==> config.mk <==
export PLATFORM = sky130hd
export DESIGN_NAME = mmu_top
export DESIGN_NICKNAME = d
export VERILOG_FILES = /design/src/design/mmu_pkg.sv /design/src/design/mmu_top.sv /design/src/design/translate_stage.sv /design/src/design/ptw_fsm.sv /design/src/design/dtlb.sv
export SDC_FILE = /design/constraint.sdc
export NUM_CORES = 1
export LEC_CHECK = 0
export BUFFER_PORTS_ARGS = -buffer_cell sky130_fd_sc_hd__clkbuf_2
export CAP_MARGIN = 25
export CELL_PAD_IN_SITES_DETAIL_PLACEMENT = 1
export CELL_PAD_IN_SITES_GLOBAL_PLACEMENT = 1
export CORE_UTILIZATION = 50
export DETAILED_ROUTE_END_ITERATION = 10
export GPL_ROUTABILITY_DRIVEN = 0
export PLACE_DENSITY = 0.94
export SYNTH_ARGS = -nofsm -noshare
export SYNTH_HDL_FRONTEND = slang
export SYNTH_SLANG_ARGS = --single-unit
==> constraint.sdc <==
create_clock -name clk_i -period 9.7 [get_ports clk_i]
set_clock_uncertainty 0.15 [all_clocks]
set_input_delay 0.97 -clock clk_i [delete_from_list [all_inputs] [get_ports clk_i]]
set_output_delay 0.97 -clock clk_i [all_outputs]
set_load 0.05 [all_outputs]
==> src/design/mmu_pkg.sv <==
// shared widths, Sv32 field types, enums and structs for the data MMU and its testbench
package mmu_pkg;

    // ------------------------------
    // widths
    // ------------------------------
    // Sv32 virtual address
    localparam int unsigned VLEN          = 32;
    // 34-bit physical address space
    localparam int unsigned PLEN          = 34;
    localparam int unsigned PPN_W         = 22;
    // one level of the virtual page number
    localparam int unsigned VPN_W         = 10;
    localparam int unsigned PAGE_OFFSET_W = 12;
    // one page table entry in memory
    localparam int unsigned PTE_BYTES     = 4;

    // ------------------------------
    // enums
    // ------------------------------
    // machine mode never reaches the data MMU
    typedef enum logic [1:0] {
        PRIV_U = 2'b00,
        PRIV_S = 2'b01
    } priv_lvl_e;

    // mcause encodings, limited to the causes this unit can raise
    typedef enum logic [3:0] {
        LOAD_ACCESS_FAULT  = 4'd5,
        STORE_ACCESS_FAULT = 4'd7,
        LOAD_PAGE_FAULT    = 4'd13,
        STORE_PAGE_FAULT   = 4'd15
    } exc_cause_e;

    // ------------------------------
    // structs
    // ------------------------------
    // laid out as in memory, so prdata casts straight onto it
    typedef struct packed {
        logic [PPN_W-1:0] ppn;
        logic [1:0]       rsw;
        logic             d;
        logic             a;
        logic             g;
        logic             u;
        logic             x;
        logic             w;
        logic             r;
        logic             v;
    } pte_t;

    // refill from the walker into the TLB
    typedef struct packed {
        logic               valid;
        logic [2*VPN_W-1:0] vpn;
        pte_t               pte;
        // leaf found at level 1
        logic               is_4m;
    } tlb_update_t;

    // one-cycle fault result at the end of a walk
    typedef struct packed {
        logic page_fault;
        logic access_fault;
    } walk_fault_t;

    typedef struct packed {
        logic            valid;
        exc_cause_e      cause;
        logic [VLEN-1:0] tval;
    } exception_t;

    // translation request from the load/store unit
    typedef struct packed {
        logic            valid;
        logic [VLEN-1:0] vaddr;
        logic            is_store;
    } lsu_req_t;

    // APB, read only, so no pwrite and no pwdata
    typedef struct packed {
        logic            psel;
        logic            penable;
        logic [PLEN-1:0] paddr;
    } apb_req_t;

    typedef struct packed {
        logic        pready;
        logic [31:0] prdata;
        logic        pslverr;
    } apb_rsp_t;

endpackage
==> src/design/mmu_top.sv <==
// data-side Sv32 MMU top, joining the TLB, the page table walker and the translation stage
`timescale 1ns/1ps

module mmu_top #(
    parameter int unsigned DTLB_ENTRIES = 4
) (
    input  logic                      clk_i,
    input  logic                      rst_ni,
    input  mmu_pkg::lsu_req_t         lsu_req_i,
    input  logic                      enable_translation_i,
    input  mmu_pkg::priv_lvl_e        priv_lvl_i,
    input  logic                      sum_i,
    input  logic                      mxr_i,
    input  logic [mmu_pkg::PPN_W-1:0] satp_ppn_i,
    input  logic                      flush_tlb_i,
    // request cycle
    output logic                      lsu_dtlb_hit_o,
    output logic [mmu_pkg::PPN_W-1:0] lsu_dtlb_ppn_o,
    // one cycle later
    output logic                      lsu_valid_o,
    output logic [mmu_pkg::PLEN-1:0]  lsu_paddr_o,
    output mmu_pkg::exception_t       lsu_exc_o,
    // page table memory
    output mmu_pkg::apb_req_t         apb_req_o,
    input  mmu_pkg::apb_rsp_t         apb_rsp_i
);
    import mmu_pkg::*;

    logic            tlb_hit;
    pte_t            tlb_pte;
    logic            tlb_is_4m;
    tlb_update_t     tlb_update;
    walk_fault_t     walk_fault;
    logic            walk_req;
    logic [VLEN-1:0] walk_vaddr;

    dtlb #(
        .DTLB_ENTRIES ( DTLB_ENTRIES )
    ) i_dtlb (
        .clk_i        ( clk_i                                 ),
        .rst_ni       ( rst_ni                                ),
        .flush_i      ( flush_tlb_i                           ),
        .update_i     ( tlb_update                            ),
        .lookup_vpn_i ( lsu_req_i.vaddr[VLEN-1:PAGE_OFFSET_W] ),
        .hit_o        ( tlb_hit                               ),
        .pte_o        ( tlb_pte                               ),
        .is_4m_o      ( tlb_is_4m                             )
    );

    ptw_fsm i_ptw (
        .clk_i        ( clk_i       ),
        .rst_ni       ( rst_ni      ),
        .walk_req_i   ( walk_req    ),
        .walk_vaddr_i ( walk_vaddr  ),
        .satp_ppn_i   ( satp_ppn_i  ),
        .flush_i      ( flush_tlb_i ),
        .apb_req_o    ( apb_req_o   ),
        .apb_rsp_i    ( apb_rsp_i   ),
        .update_o     ( tlb_update  ),
        .fault_o      ( walk_fault  )
    );

    translate_stage i_translate (
        .clk_i                ( clk_i                ),
        .rst_ni               ( rst_ni               ),
        .lsu_req_i            ( lsu_req_i            ),
        .enable_translation_i ( enable_translation_i ),
        .priv_lvl_i           ( priv_lvl_i           ),
        .sum_i                ( sum_i                ),
        .mxr_i                ( mxr_i                ),
        .hit_i                ( tlb_hit              ),
        .pte_i                ( tlb_pte              ),
        .is_4m_i              ( tlb_is_4m            ),
        .walk_fault_i         ( walk_fault           ),
        .walk_req_o           ( walk_req             ),
        .walk_vaddr_o         ( walk_vaddr           ),
        .lsu_dtlb_hit_o       ( lsu_dtlb_hit_o       ),
        .lsu_dtlb_ppn_o       ( lsu_dtlb_ppn_o       ),
        .lsu_valid_o          ( lsu_valid_o          ),
        .lsu_paddr_o          ( lsu_paddr_o          ),
        .lsu_exc_o            ( lsu_exc_o            )
    );

endmodule

==> src/design/translate_stage.sv <==
// registered translation stage that forms the physical address and raises page and access faults
`timescale 1ns/1ps

module translate_stage (
    input  logic                      clk_i,
    input  logic                      rst_ni,
    input  mmu_pkg::lsu_req_t         lsu_req_i,
    input  logic                      enable_translation_i,
    input  mmu_pkg::priv_lvl_e        priv_lvl_i,
    input  logic                      sum_i,
    input  logic                      mxr_i,
    input  logic                      hit_i,
    input  mmu_pkg::pte_t             pte_i,
    input  logic                      is_4m_i,
    input  mmu_pkg::walk_fault_t      walk_fault_i,
    output logic                      walk_req_o,
    output logic [mmu_pkg::VLEN-1:0]  walk_vaddr_o,
    output logic                      lsu_dtlb_hit_o,
    output logic [mmu_pkg::PPN_W-1:0] lsu_dtlb_ppn_o,
    output logic                      lsu_valid_o,
    output logic [mmu_pkg::PLEN-1:0]  lsu_paddr_o,
    output mmu_pkg::exception_t       lsu_exc_o
);
    import mmu_pkg::*;

    logic            req_valid_q;
    logic            en_q;
    logic            hit_q;
    walk_fault_t     walk_fault_q;
    logic [VLEN-1:0] vaddr_q;
    logic            is_store_q;
    pte_t            pte_q;
    logic            is_4m_q;
    logic            daccess_err;
    logic            perm_err;

    // ------------------------------
    // request cycle
    // ------------------------------
    // bypass always counts as a hit
    assign lsu_dtlb_hit_o = enable_translation_i ? hit_i : 1'b1;

    always_comb begin
        lsu_dtlb_ppn_o = PPN_W'(lsu_req_i.vaddr[VLEN-1:PAGE_OFFSET_W]);
        if (enable_translation_i) begin
            lsu_dtlb_ppn_o = pte_i.ppn;
            if (is_4m_i) begin
                lsu_dtlb_ppn_o[VPN_W-1:0] = lsu_req_i.vaddr[VLEN-VPN_W-1:PAGE_OFFSET_W];
            end
        end
    end

    // the held request is still present while its fault is reported,
    // so no new walk is started in that cycle
    assign walk_req_o   = lsu_req_i.valid && enable_translation_i && !hit_i
                          && (walk_fault_q == '0);
    assign walk_vaddr_o = lsu_req_i.vaddr;

    // ------------------------------
    // registers
    // ------------------------------
    always_ff @(posedge clk_i or negedge rst_ni) begin
        if (!rst_ni) begin
            req_valid_q  <= 1'b0;
            en_q         <= 1'b0;
            hit_q        <= 1'b0;
            walk_fault_q <= '0;
        end else begin
            req_valid_q  <= lsu_req_i.valid;
            en_q         <= enable_translation_i;
            hit_q        <= hit_i;
            walk_fault_q <= walk_fault_i;
        end
    end

    always_ff @(posedge clk_i) begin
        vaddr_q    <= lsu_req_i.vaddr;
        is_store_q <= lsu_req_i.is_store;
        pte_q      <= pte_i;
        is_4m_q    <= is_4m_i;
    end

    // ------------------------------
    // result cycle
    // ------------------------------
    assign lsu_valid_o = req_valid_q && (!en_q || hit_q || (walk_fault_q != '0));

    always_comb begin
        lsu_paddr_o = PLEN'(vaddr_q);
        if (en_q) begin
            lsu_paddr_o = {pte_q.ppn, vaddr_q[PAGE_OFFSET_W-1:0]};
            // megapage keeps vpn0 from the virtual address
            if (is_4m_q) begin
                lsu_paddr_o[PAGE_OFFSET_W+VPN_W-1:PAGE_OFFSET_W] =
                    vaddr_q[PAGE_OFFSET_W+VPN_W-1:PAGE_OFFSET_W];
            end
        end
    end

    // U pages need SUM in supervisor mode, S pages are closed to user mode
    assign daccess_err = ((priv_lvl_i == PRIV_S) && !sum_i && pte_q.u)
                      || ((priv_lvl_i == PRIV_U) && !pte_q.u);
    // stores need W and D, loads need R or X under MXR
    assign perm_err = daccess_err
                   || (is_store_q ? (!pte_q.w || !pte_q.d)
                                  : !(pte_q.r || (pte_q.x && mxr_i)));

    always_comb begin
        lsu_exc_o.valid = 1'b0;
        lsu_exc_o.cause = is_store_q ? STORE_PAGE_FAULT : LOAD_PAGE_FAULT;
        lsu_exc_o.tval  = vaddr_q;
        if (req_valid_q && walk_fault_q.access_fault) begin
            lsu_exc_o.valid = 1'b1;
            lsu_exc_o.cause = is_store_q ? STORE_ACCESS_FAULT : LOAD_ACCESS_FAULT;
        end else if (req_valid_q && walk_fault_q.page_fault) begin
            lsu_exc_o.valid = 1'b1;
        end else if (req_valid_q && en_q && hit_q && perm_err) begin
            lsu_exc_o.valid = 1'b1;
        end
    end

    // a walk fault answers the held miss that started the walk
    a_fault_for_miss : assert property (
        @(posedge clk_i) disable iff (!rst_ni)
        (walk_fault_i != '0) |-> (lsu_req_i.valid && enable_translation_i && !hit_i)
    ) else $error("translate_stage: walk fault without a pending miss");

endmodule

==> src/design/ptw_fsm.sv <==
// two-level Sv32 page table walker that reads entries over APB and refills the data TLB
`timescale 1ns/1ps

module ptw_fsm (
    input  logic                      clk_i,
    input  logic                      rst_ni,
    input  logic                      walk_req_i,
    input  logic [mmu_pkg::VLEN-1:0]  walk_vaddr_i,
    input  logic [mmu_pkg::PPN_W-1:0] satp_ppn_i,
    input  logic                      flush_i,
    output mmu_pkg::apb_req_t         apb_req_o,
    input  mmu_pkg::apb_rsp_t         apb_rsp_i,
    output mmu_pkg::tlb_update_t      update_o,
    output mmu_pkg::walk_fault_t      fault_o
);
    import mmu_pkg::*;

    typedef enum logic [1:0] {
        IDLE,
        SETUP,
        ACCESS,
        DONE
    } state_e;

    state_e           state_q;
    // 1 while reading the root table
    logic             level_q;
    logic [PPN_W-1:0] base_q;
    logic [VLEN-1:0]  vaddr_q;
    // set by a flush seen during the walk
    logic             flushed_q;
    walk_fault_t      fault_q;
    pte_t             pte_q;
    logic             is_4m_q;

    pte_t             rd_pte;
    logic             leaf;
    logic [VPN_W-1:0] vpn_sel;

    assign rd_pte  = pte_t'(apb_rsp_i.prdata);
    assign leaf    = rd_pte.r || rd_pte.x;
    assign vpn_sel = level_q ? vaddr_q[VLEN-1:VLEN-VPN_W]
                             : vaddr_q[VLEN-VPN_W-1:PAGE_OFFSET_W];

    // ------------------------------
    // APB requester
    // ------------------------------
    assign apb_req_o.psel    = (state_q == SETUP) || (state_q == ACCESS);
    assign apb_req_o.penable = (state_q == ACCESS);
    // base * 4096 + vpn * PTE_BYTES
    assign apb_req_o.paddr   = {base_q, vpn_sel, {$clog2(PTE_BYTES){1'b0}}};

    // ------------------------------
    // walk control
    // ------------------------------
    always_ff @(posedge clk_i or negedge rst_ni) begin
        if (!rst_ni) begin
            state_q   <= IDLE;
            level_q   <= 1'b1;
            flushed_q <= 1'b0;
            fault_q   <= '0;
        end else begin
            if (flush_i && (state_q != IDLE)) begin
                flushed_q <= 1'b1;
            end
            case (state_q)
                IDLE: begin
                    if (walk_req_i) begin
                        state_q   <= SETUP;
                        level_q   <= 1'b1;
                        flushed_q <= 1'b0;
                        fault_q   <= '0;
                    end
                end
                SETUP: state_q <= ACCESS;
                ACCESS: begin
                    // stays here through wait states
                    if (apb_rsp_i.pready) begin
                        state_q <= DONE;
                        if (apb_rsp_i.pslverr) begin
                            fault_q.access_fault <= 1'b1;
                        end else if (!rd_pte.v || (rd_pte.w && !rd_pte.r)) begin
                            fault_q.page_fault <= 1'b1;
                        end else if (leaf) begin
                            // misaligned megapage counts as a page fault too
                            if (!rd_pte.a || (level_q && (rd_pte.ppn[VPN_W-1:0] != '0))) begin
                                fault_q.page_fault <= 1'b1;
                            end
                        end else if (!level_q) begin
                            // pointer at the last level
                            fault_q.page_fault <= 1'b1;
                        end else begin
                            // descend into the second level table
                            state_q <= SETUP;
                            level_q <= 1'b0;
                        end
                    end
                end
                DONE: state_q <= IDLE;
                default: state_q <= IDLE;
            endcase
        end
    end

    // walk data, loaded at the start and at each pready
    always_ff @(posedge clk_i) begin
        if ((state_q == IDLE) && walk_req_i) begin
            vaddr_q <= walk_vaddr_i;
            base_q  <= satp_ppn_i;
        end else if ((state_q == ACCESS) && apb_rsp_i.pready) begin
            base_q  <= rd_pte.ppn;
            pte_q   <= rd_pte;
            is_4m_q <= level_q;
        end
    end

    // ------------------------------
    // results
    // ------------------------------
    // refill one cycle after the last pready, dropped after a flush
    assign update_o.valid = (state_q == DONE) && (fault_q == '0) && !flushed_q && !flush_i;
    assign update_o.vpn   = vaddr_q[VLEN-1:PAGE_OFFSET_W];
    assign update_o.pte   = pte_q;
    assign update_o.is_4m = is_4m_q;
    assign fault_o        = (state_q == DONE) ? fault_q : '0;

    // a refill only ever carries a valid, accessed leaf
    a_refill_is_leaf : assert property (
        @(posedge clk_i) disable iff (!rst_ni)
        update_o.valid |-> (update_o.pte.v && update_o.pte.a
                            && (update_o.pte.r || update_o.pte.x))
    ) else $error("ptw_fsm: refill of an entry that is not a valid leaf");

    a_paddr_stable : assert property (
        @(posedge clk_i) disable iff (!rst_ni)
        (apb_req_o.psel && apb_req_o.penable && !apb_rsp_i.pready) |=> $stable(apb_req_o.paddr)
    ) else $error("ptw_fsm: paddr moved while waiting for pready");

endmodule

==> src/design/dtlb.sv <==
// fully associative data TLB, looked up in the request cycle and refilled by the page table walker
`timescale 1ns/1ps

module dtlb #(
    parameter int unsigned DTLB_ENTRIES = 4
) (
    input  logic                        clk_i,
    input  logic                        rst_ni,
    input  logic                        flush_i,
    input  mmu_pkg::tlb_update_t        update_i,
    input  logic [2*mmu_pkg::VPN_W-1:0] lookup_vpn_i,
    output logic                        hit_o,
    output mmu_pkg::pte_t               pte_o,
    output logic                        is_4m_o
);
    import mmu_pkg::*;

    localparam int unsigned IDX_W = $clog2(DTLB_ENTRIES);

    // valid bits are the only state that needs a reset
    logic [DTLB_ENTRIES-1:0] valid_q;
    logic [2*VPN_W-1:0]      vpn_q   [DTLB_ENTRIES];
    pte_t                    pte_q   [DTLB_ENTRIES];
    logic                    is_4m_q [DTLB_ENTRIES];

    // replacement pointer
    logic [IDX_W-1:0]        rr_q;
    logic [DTLB_ENTRIES-1:0] match;

    // ------------------------------
    // lookup
    // ------------------------------
    always_comb begin
        for (int unsigned i = 0; i < DTLB_ENTRIES; i++) begin
            // vpn1 always has to agree
            match[i] = valid_q[i]
                && (vpn_q[i][2*VPN_W-1:VPN_W] == lookup_vpn_i[2*VPN_W-1:VPN_W])
                // megapage ignores vpn0
                && (is_4m_q[i] || (vpn_q[i][VPN_W-1:0] == lookup_vpn_i[VPN_W-1:0]));
        end
    end

    assign hit_o = |match;

    // at most one entry matches, so a priority mux is enough
    always_comb begin
        pte_o   = '0;
        is_4m_o = 1'b0;
        for (int unsigned i = 0; i < DTLB_ENTRIES; i++) begin
            if (match[i]) begin
                pte_o   = pte_q[i];
                is_4m_o = is_4m_q[i];
            end
        end
    end

    // ------------------------------
    // refill and flush
    // ------------------------------
    always_ff @(posedge clk_i or negedge rst_ni) begin
        if (!rst_ni) begin
            valid_q <= '0;
            rr_q    <= '0;
        end else if (flush_i) begin
            // flush wins over a refill in the same cycle
            valid_q <= '0;
        end else if (update_i.valid) begin
            valid_q[rr_q] <= 1'b1;
            if (rr_q == IDX_W'(DTLB_ENTRIES - 1)) begin
                rr_q <= '0;
            end else begin
                rr_q <= rr_q + 1'b1;
            end
        end
    end

    // tag and payload, written with the valid bit above
    always_ff @(posedge clk_i) begin
        if (update_i.valid && !flush_i) begin
            vpn_q[rr_q]   <= update_i.vpn;
            pte_q[rr_q]   <= update_i.pte;
            is_4m_q[rr_q] <= update_i.is_4m;
        end
    end

    // the walker only refills on a miss, so a page never sits in two slots
    a_single_hit : assert property (
        @(posedge clk_i) disable iff (!rst_ni) $onehot0(match)
    ) else $error("dtlb: more than one entry hits");

endmodule

==> results by group <==
Floorplan
  • Starting Density: about half
  • Number of placement rows: 59
  • Core Box Area: roughly 26000 um^2
  • Die Y: around 170 um
  • DIE AREA: ~27000 um^2
  • # IOs: 229
  • Die width: 165 um

Clock network
  • Post-CTS Setup Bufs: 0
  • Maximum clock path buffer count: 3
  • Worst skew pair latency: ~520 ps
  • Root Buffer: clkbuf_16
  • CTS tree: yes
  • Clock Sinks: 340
  • Hold-fix buffers at CTS: 0
  • Num CTS Buffers: 35
  • H-tree depth: 2
  • Post-CTS Resized: 0
  • Clk slew on worst S/H paths: roughly 60 ps

Timing
  • Worst-Margin Slew: about 1100 ps
  • Fin Setup TNS: 0 ps
  • Post-layout minimum cycle time: 5730 ps
  • Final setup vio count: 0
  • Final worst path period share: around three fifths
  • Max-slew violations: 0
  • RSZ-0062 raised after global routing: no
  • Hold Violations, Final: 0
  • Slew headroom: just under 30%
  • Highest clock rate: 175 MHz

Critical path
  • Register-to-register path setup slack: 5430 ps
  • Crit path cell chain: clkbuf_2, xnor2_1, nand4_1, or3_1, nor2_4, a211o_1, and3_1, mux2_2, clkbuf_2
  • Crit-path slowest cell: nor2_4
  • Worst Setup SP: lsu_req_i[29]
  • Worst path max stage delay: 850 ps
  • Critical Path Start Type: input pin
  • R2R Path End: i_ptw.update_o[16]
  • Reg2reg start: i_dtlb.vpn_q[2][16]
  • Crit. End Element: primary output
  • WP data required: between 8000 and 9000 ps
  • Crit path to: lsu_dtlb_ppn_o[8]
  • WP data arrival: 4610 ps
  • CP Max Fanout: 34
  • Worst path most repeated cell: clkbuf_2
  • Worst r2r path cells: 9
  • Crit Path Class: input pin to primary output

Global route
  • Initial antenna violation count: 2
  • First-pass GRT wire length: between 50000 and 60000 um
  • Largest net degree at the start of global routing: 50
  • Vias in the first global route: around 9100
  • Gr usage total: between 20% and 30%
  • Congestion Overflow GR: 0

Drt
  • Routed Antenna Nets: 0
  • Vias per cell: between 6 and 7
  • Avg WL per Cell: around 29 um
  • Initial DRC count: slightly below 900
  • Via count: between 8000 and 9000
  • DRC Markers: 0
  • Routed WL: between 40000 and 50000 um
  • Initial DRT Pass Iterations: 7

Cells and area
  • Share of cells above drive strength 1: between 30% and 40%
  • Final Cell Area: 15700 um^2
  • P&R area growth vs syn: 18.0%
  • Layout Cells excl Fill: approximately 1400
  • Number of nets in the final layout: 1147

Placement
  • Buffers on Ports: 221
  • Placed Area: approximately 15000 um^2
  • Dpl cells: 1337
  • HPWL Detailed: between 20000 and 25000 um

Power
  • Worst vdd rail ir drop: around 120 uV
  • Leakage: 5.93 nW
  • Total power: roughly 0.0036 W
  • Pwr Density: around 230 nW/um^2

Logic synthesis
  • Compound-cell area share of the yosys netlist: under 10%
  • Count of cell types in the netlist: between 60 and 70
  • Avg Cell Area, Syn: 16.1 um^2
  • Async SR Flop Fraction: under 10%
  • Top FF cell, synth: edfxtp_1
  • Area share of fa/ha/maj cells after synthesis: less than 1%
  • EDFF count, synth: 262
  • Mux contribution to synthesized area: under 10%
  • XOR/XNOR Fraction of Synth Area: under 10%
  • Ys Warns: 0
  • Simple-gate share of the synthesized area: approximately 6%
  • Yosys top cell by area: edfxtp_1
  • Number of synthesized register bits: 340
  • Syn Std Cell Area: around 13000 um^2
  • Largest family of logic cells by synthesized area: compound AO/OA/AOI/OAI gates
  • Sequential share of the synthesized area: between 70% and 80%
  • Syn Inst Count: about 830
  • Top post-synthesis cells by area: edfxtp_1 (59%), dfxtp_1 (9.2%), mux2_2 (4.2%)
  • Top cell type's share of synthesized area: between 50% and 60%

Hold path
  • Tightest Hold Check Type: input pin to async pin

Status
  • Status: finished clean

Run
  • MaxCap Viol Count: 0
report_power, final:
group | internal (W) | leakage (nW) | switching, W
registers | 0.00168 | 3.08 | 0.0000623
logic | 0.000127 | 2.30 | 0.000373
clock network | 0.000783 | 0.550 | 0.000559
state kept, by name (all words and copies together), names as in the netlist, 20 cells and up:
signal and count:
i_ptw.vaddr_q 20, i_translate.pte_q 27, i_translate.vaddr_q 32, i_dtlb.pte_q 108
i_dtlb.vpn_q 80, i_ptw.update_o 27, i_ptw.base_q 22
worst min-delay path by stage:
stage | endpoint | slack, ps | cells past startpoint
3_3_place_gp | i_translate.pte_q[28] | 300 | 2
2_1_floorplan | i_translate.pte_q[14] | 280 | 2
6_report | i_translate.hit_q | 270 | 1
4_1_cts | i_dtlb.valid_q[1] | 260 | 1
5_1_grt | i_dtlb.valid_q[1] | 290 | 1
3_5_place_dp | i_translate.pte_q[2] | 320 | 1
cells by family (layout without fill, tap and decap cells):
group / after synthesis / after routing
other cells: 2 / 6
simple gates: 151 / 151
compound gates: 103 / 103
xor+xnor: 80 / 80
mux: 70 / 70
fa+ha+maj: 7 / 7
buf+inv: 75 / 312
flops: 340 / 340
worst max-delay path, delay by kind of cell:
family / cells / cell delay, ps
mux: 1 / 410
buf+inv: 2 / 470
simple gates: 4 / 2050
xor+xnor: 1 / 390
compound gates: 1 / 300
metrics by stage:
stage	hold slack [ps]	utilization [%]	worst slack (ps)
2_1_floorplan	284	-	5060
3_3_place_gp	298	55.9	3950
3_5_place_dp	321	55.9	3700
4_1_cts	259	60.1	3510
5_1_grt	286	60.3	3980
6_report	266	60.3	3970
per-layer routing:
layer | wire (um) | vias to the layer above | GRT usage, %
met3 | 3130 | 149 | 5.64
met4 | 2100 | 0 | 16.1
li1 | - | 3525 | -
met5 | 0 | - | 0
met2 | 20200 | 557 | 49.9
met1 | 14900 | 4308 | 36.6
layout make-up:
type | count | area (um^2)
fill | 2454 | 10300
sequential | 340 | 9520
multi-input combinational | 415 | 3370
timing repair buffer | 236 | 1230
clock buffer | 53 | 1030
tap | 335 | 419
clock inverter | 9 | 92.6
inverter | 14 | 52.6
antenna | 2 | 5.00
Yosys cell counts (8+ instances only):
library cell / n
xnor2_1: 58
buf_2: 22
o31ai_1: 8
buf_4: 21
nor2_1: 31
xor2_1: 18
nand3_1: 13
dfrtp_1: 16
edfxtp_1: 262
mux2_4: 18
nand4_1: 15
o211ai_1: 8
inv_1: 13
clkbuf_1: 10
mux2_2: 50
buf_6: 8
and3_1: 9
a221oi_1: 9
o21ai_0: 10
a31oi_1: 14
dfxtp_1: 61
nand2_1: 46
layout by cell type, fill, tap and decap left out, types with 8 or more instances in the layout:
cell       instances
clkbuf_2         221
clkbuf_1          12
nand3_1           13
o211ai_1           8
nor2_1            30
clkbuf_16         37
a221oi_1           9
edfxtp_1         262
o31ai_1            8
nand4_1           15
xnor2_1           58
mux2_2            50
dfrtp_1           16
inv_1             13
a31oi_1           14
dfxtp_1           61
mux2_4            18
buf_4             12
xor2_1            18
nand2_1           46
o21ai_0            9
Note: power is estimated with default switching activity, not from simulation.
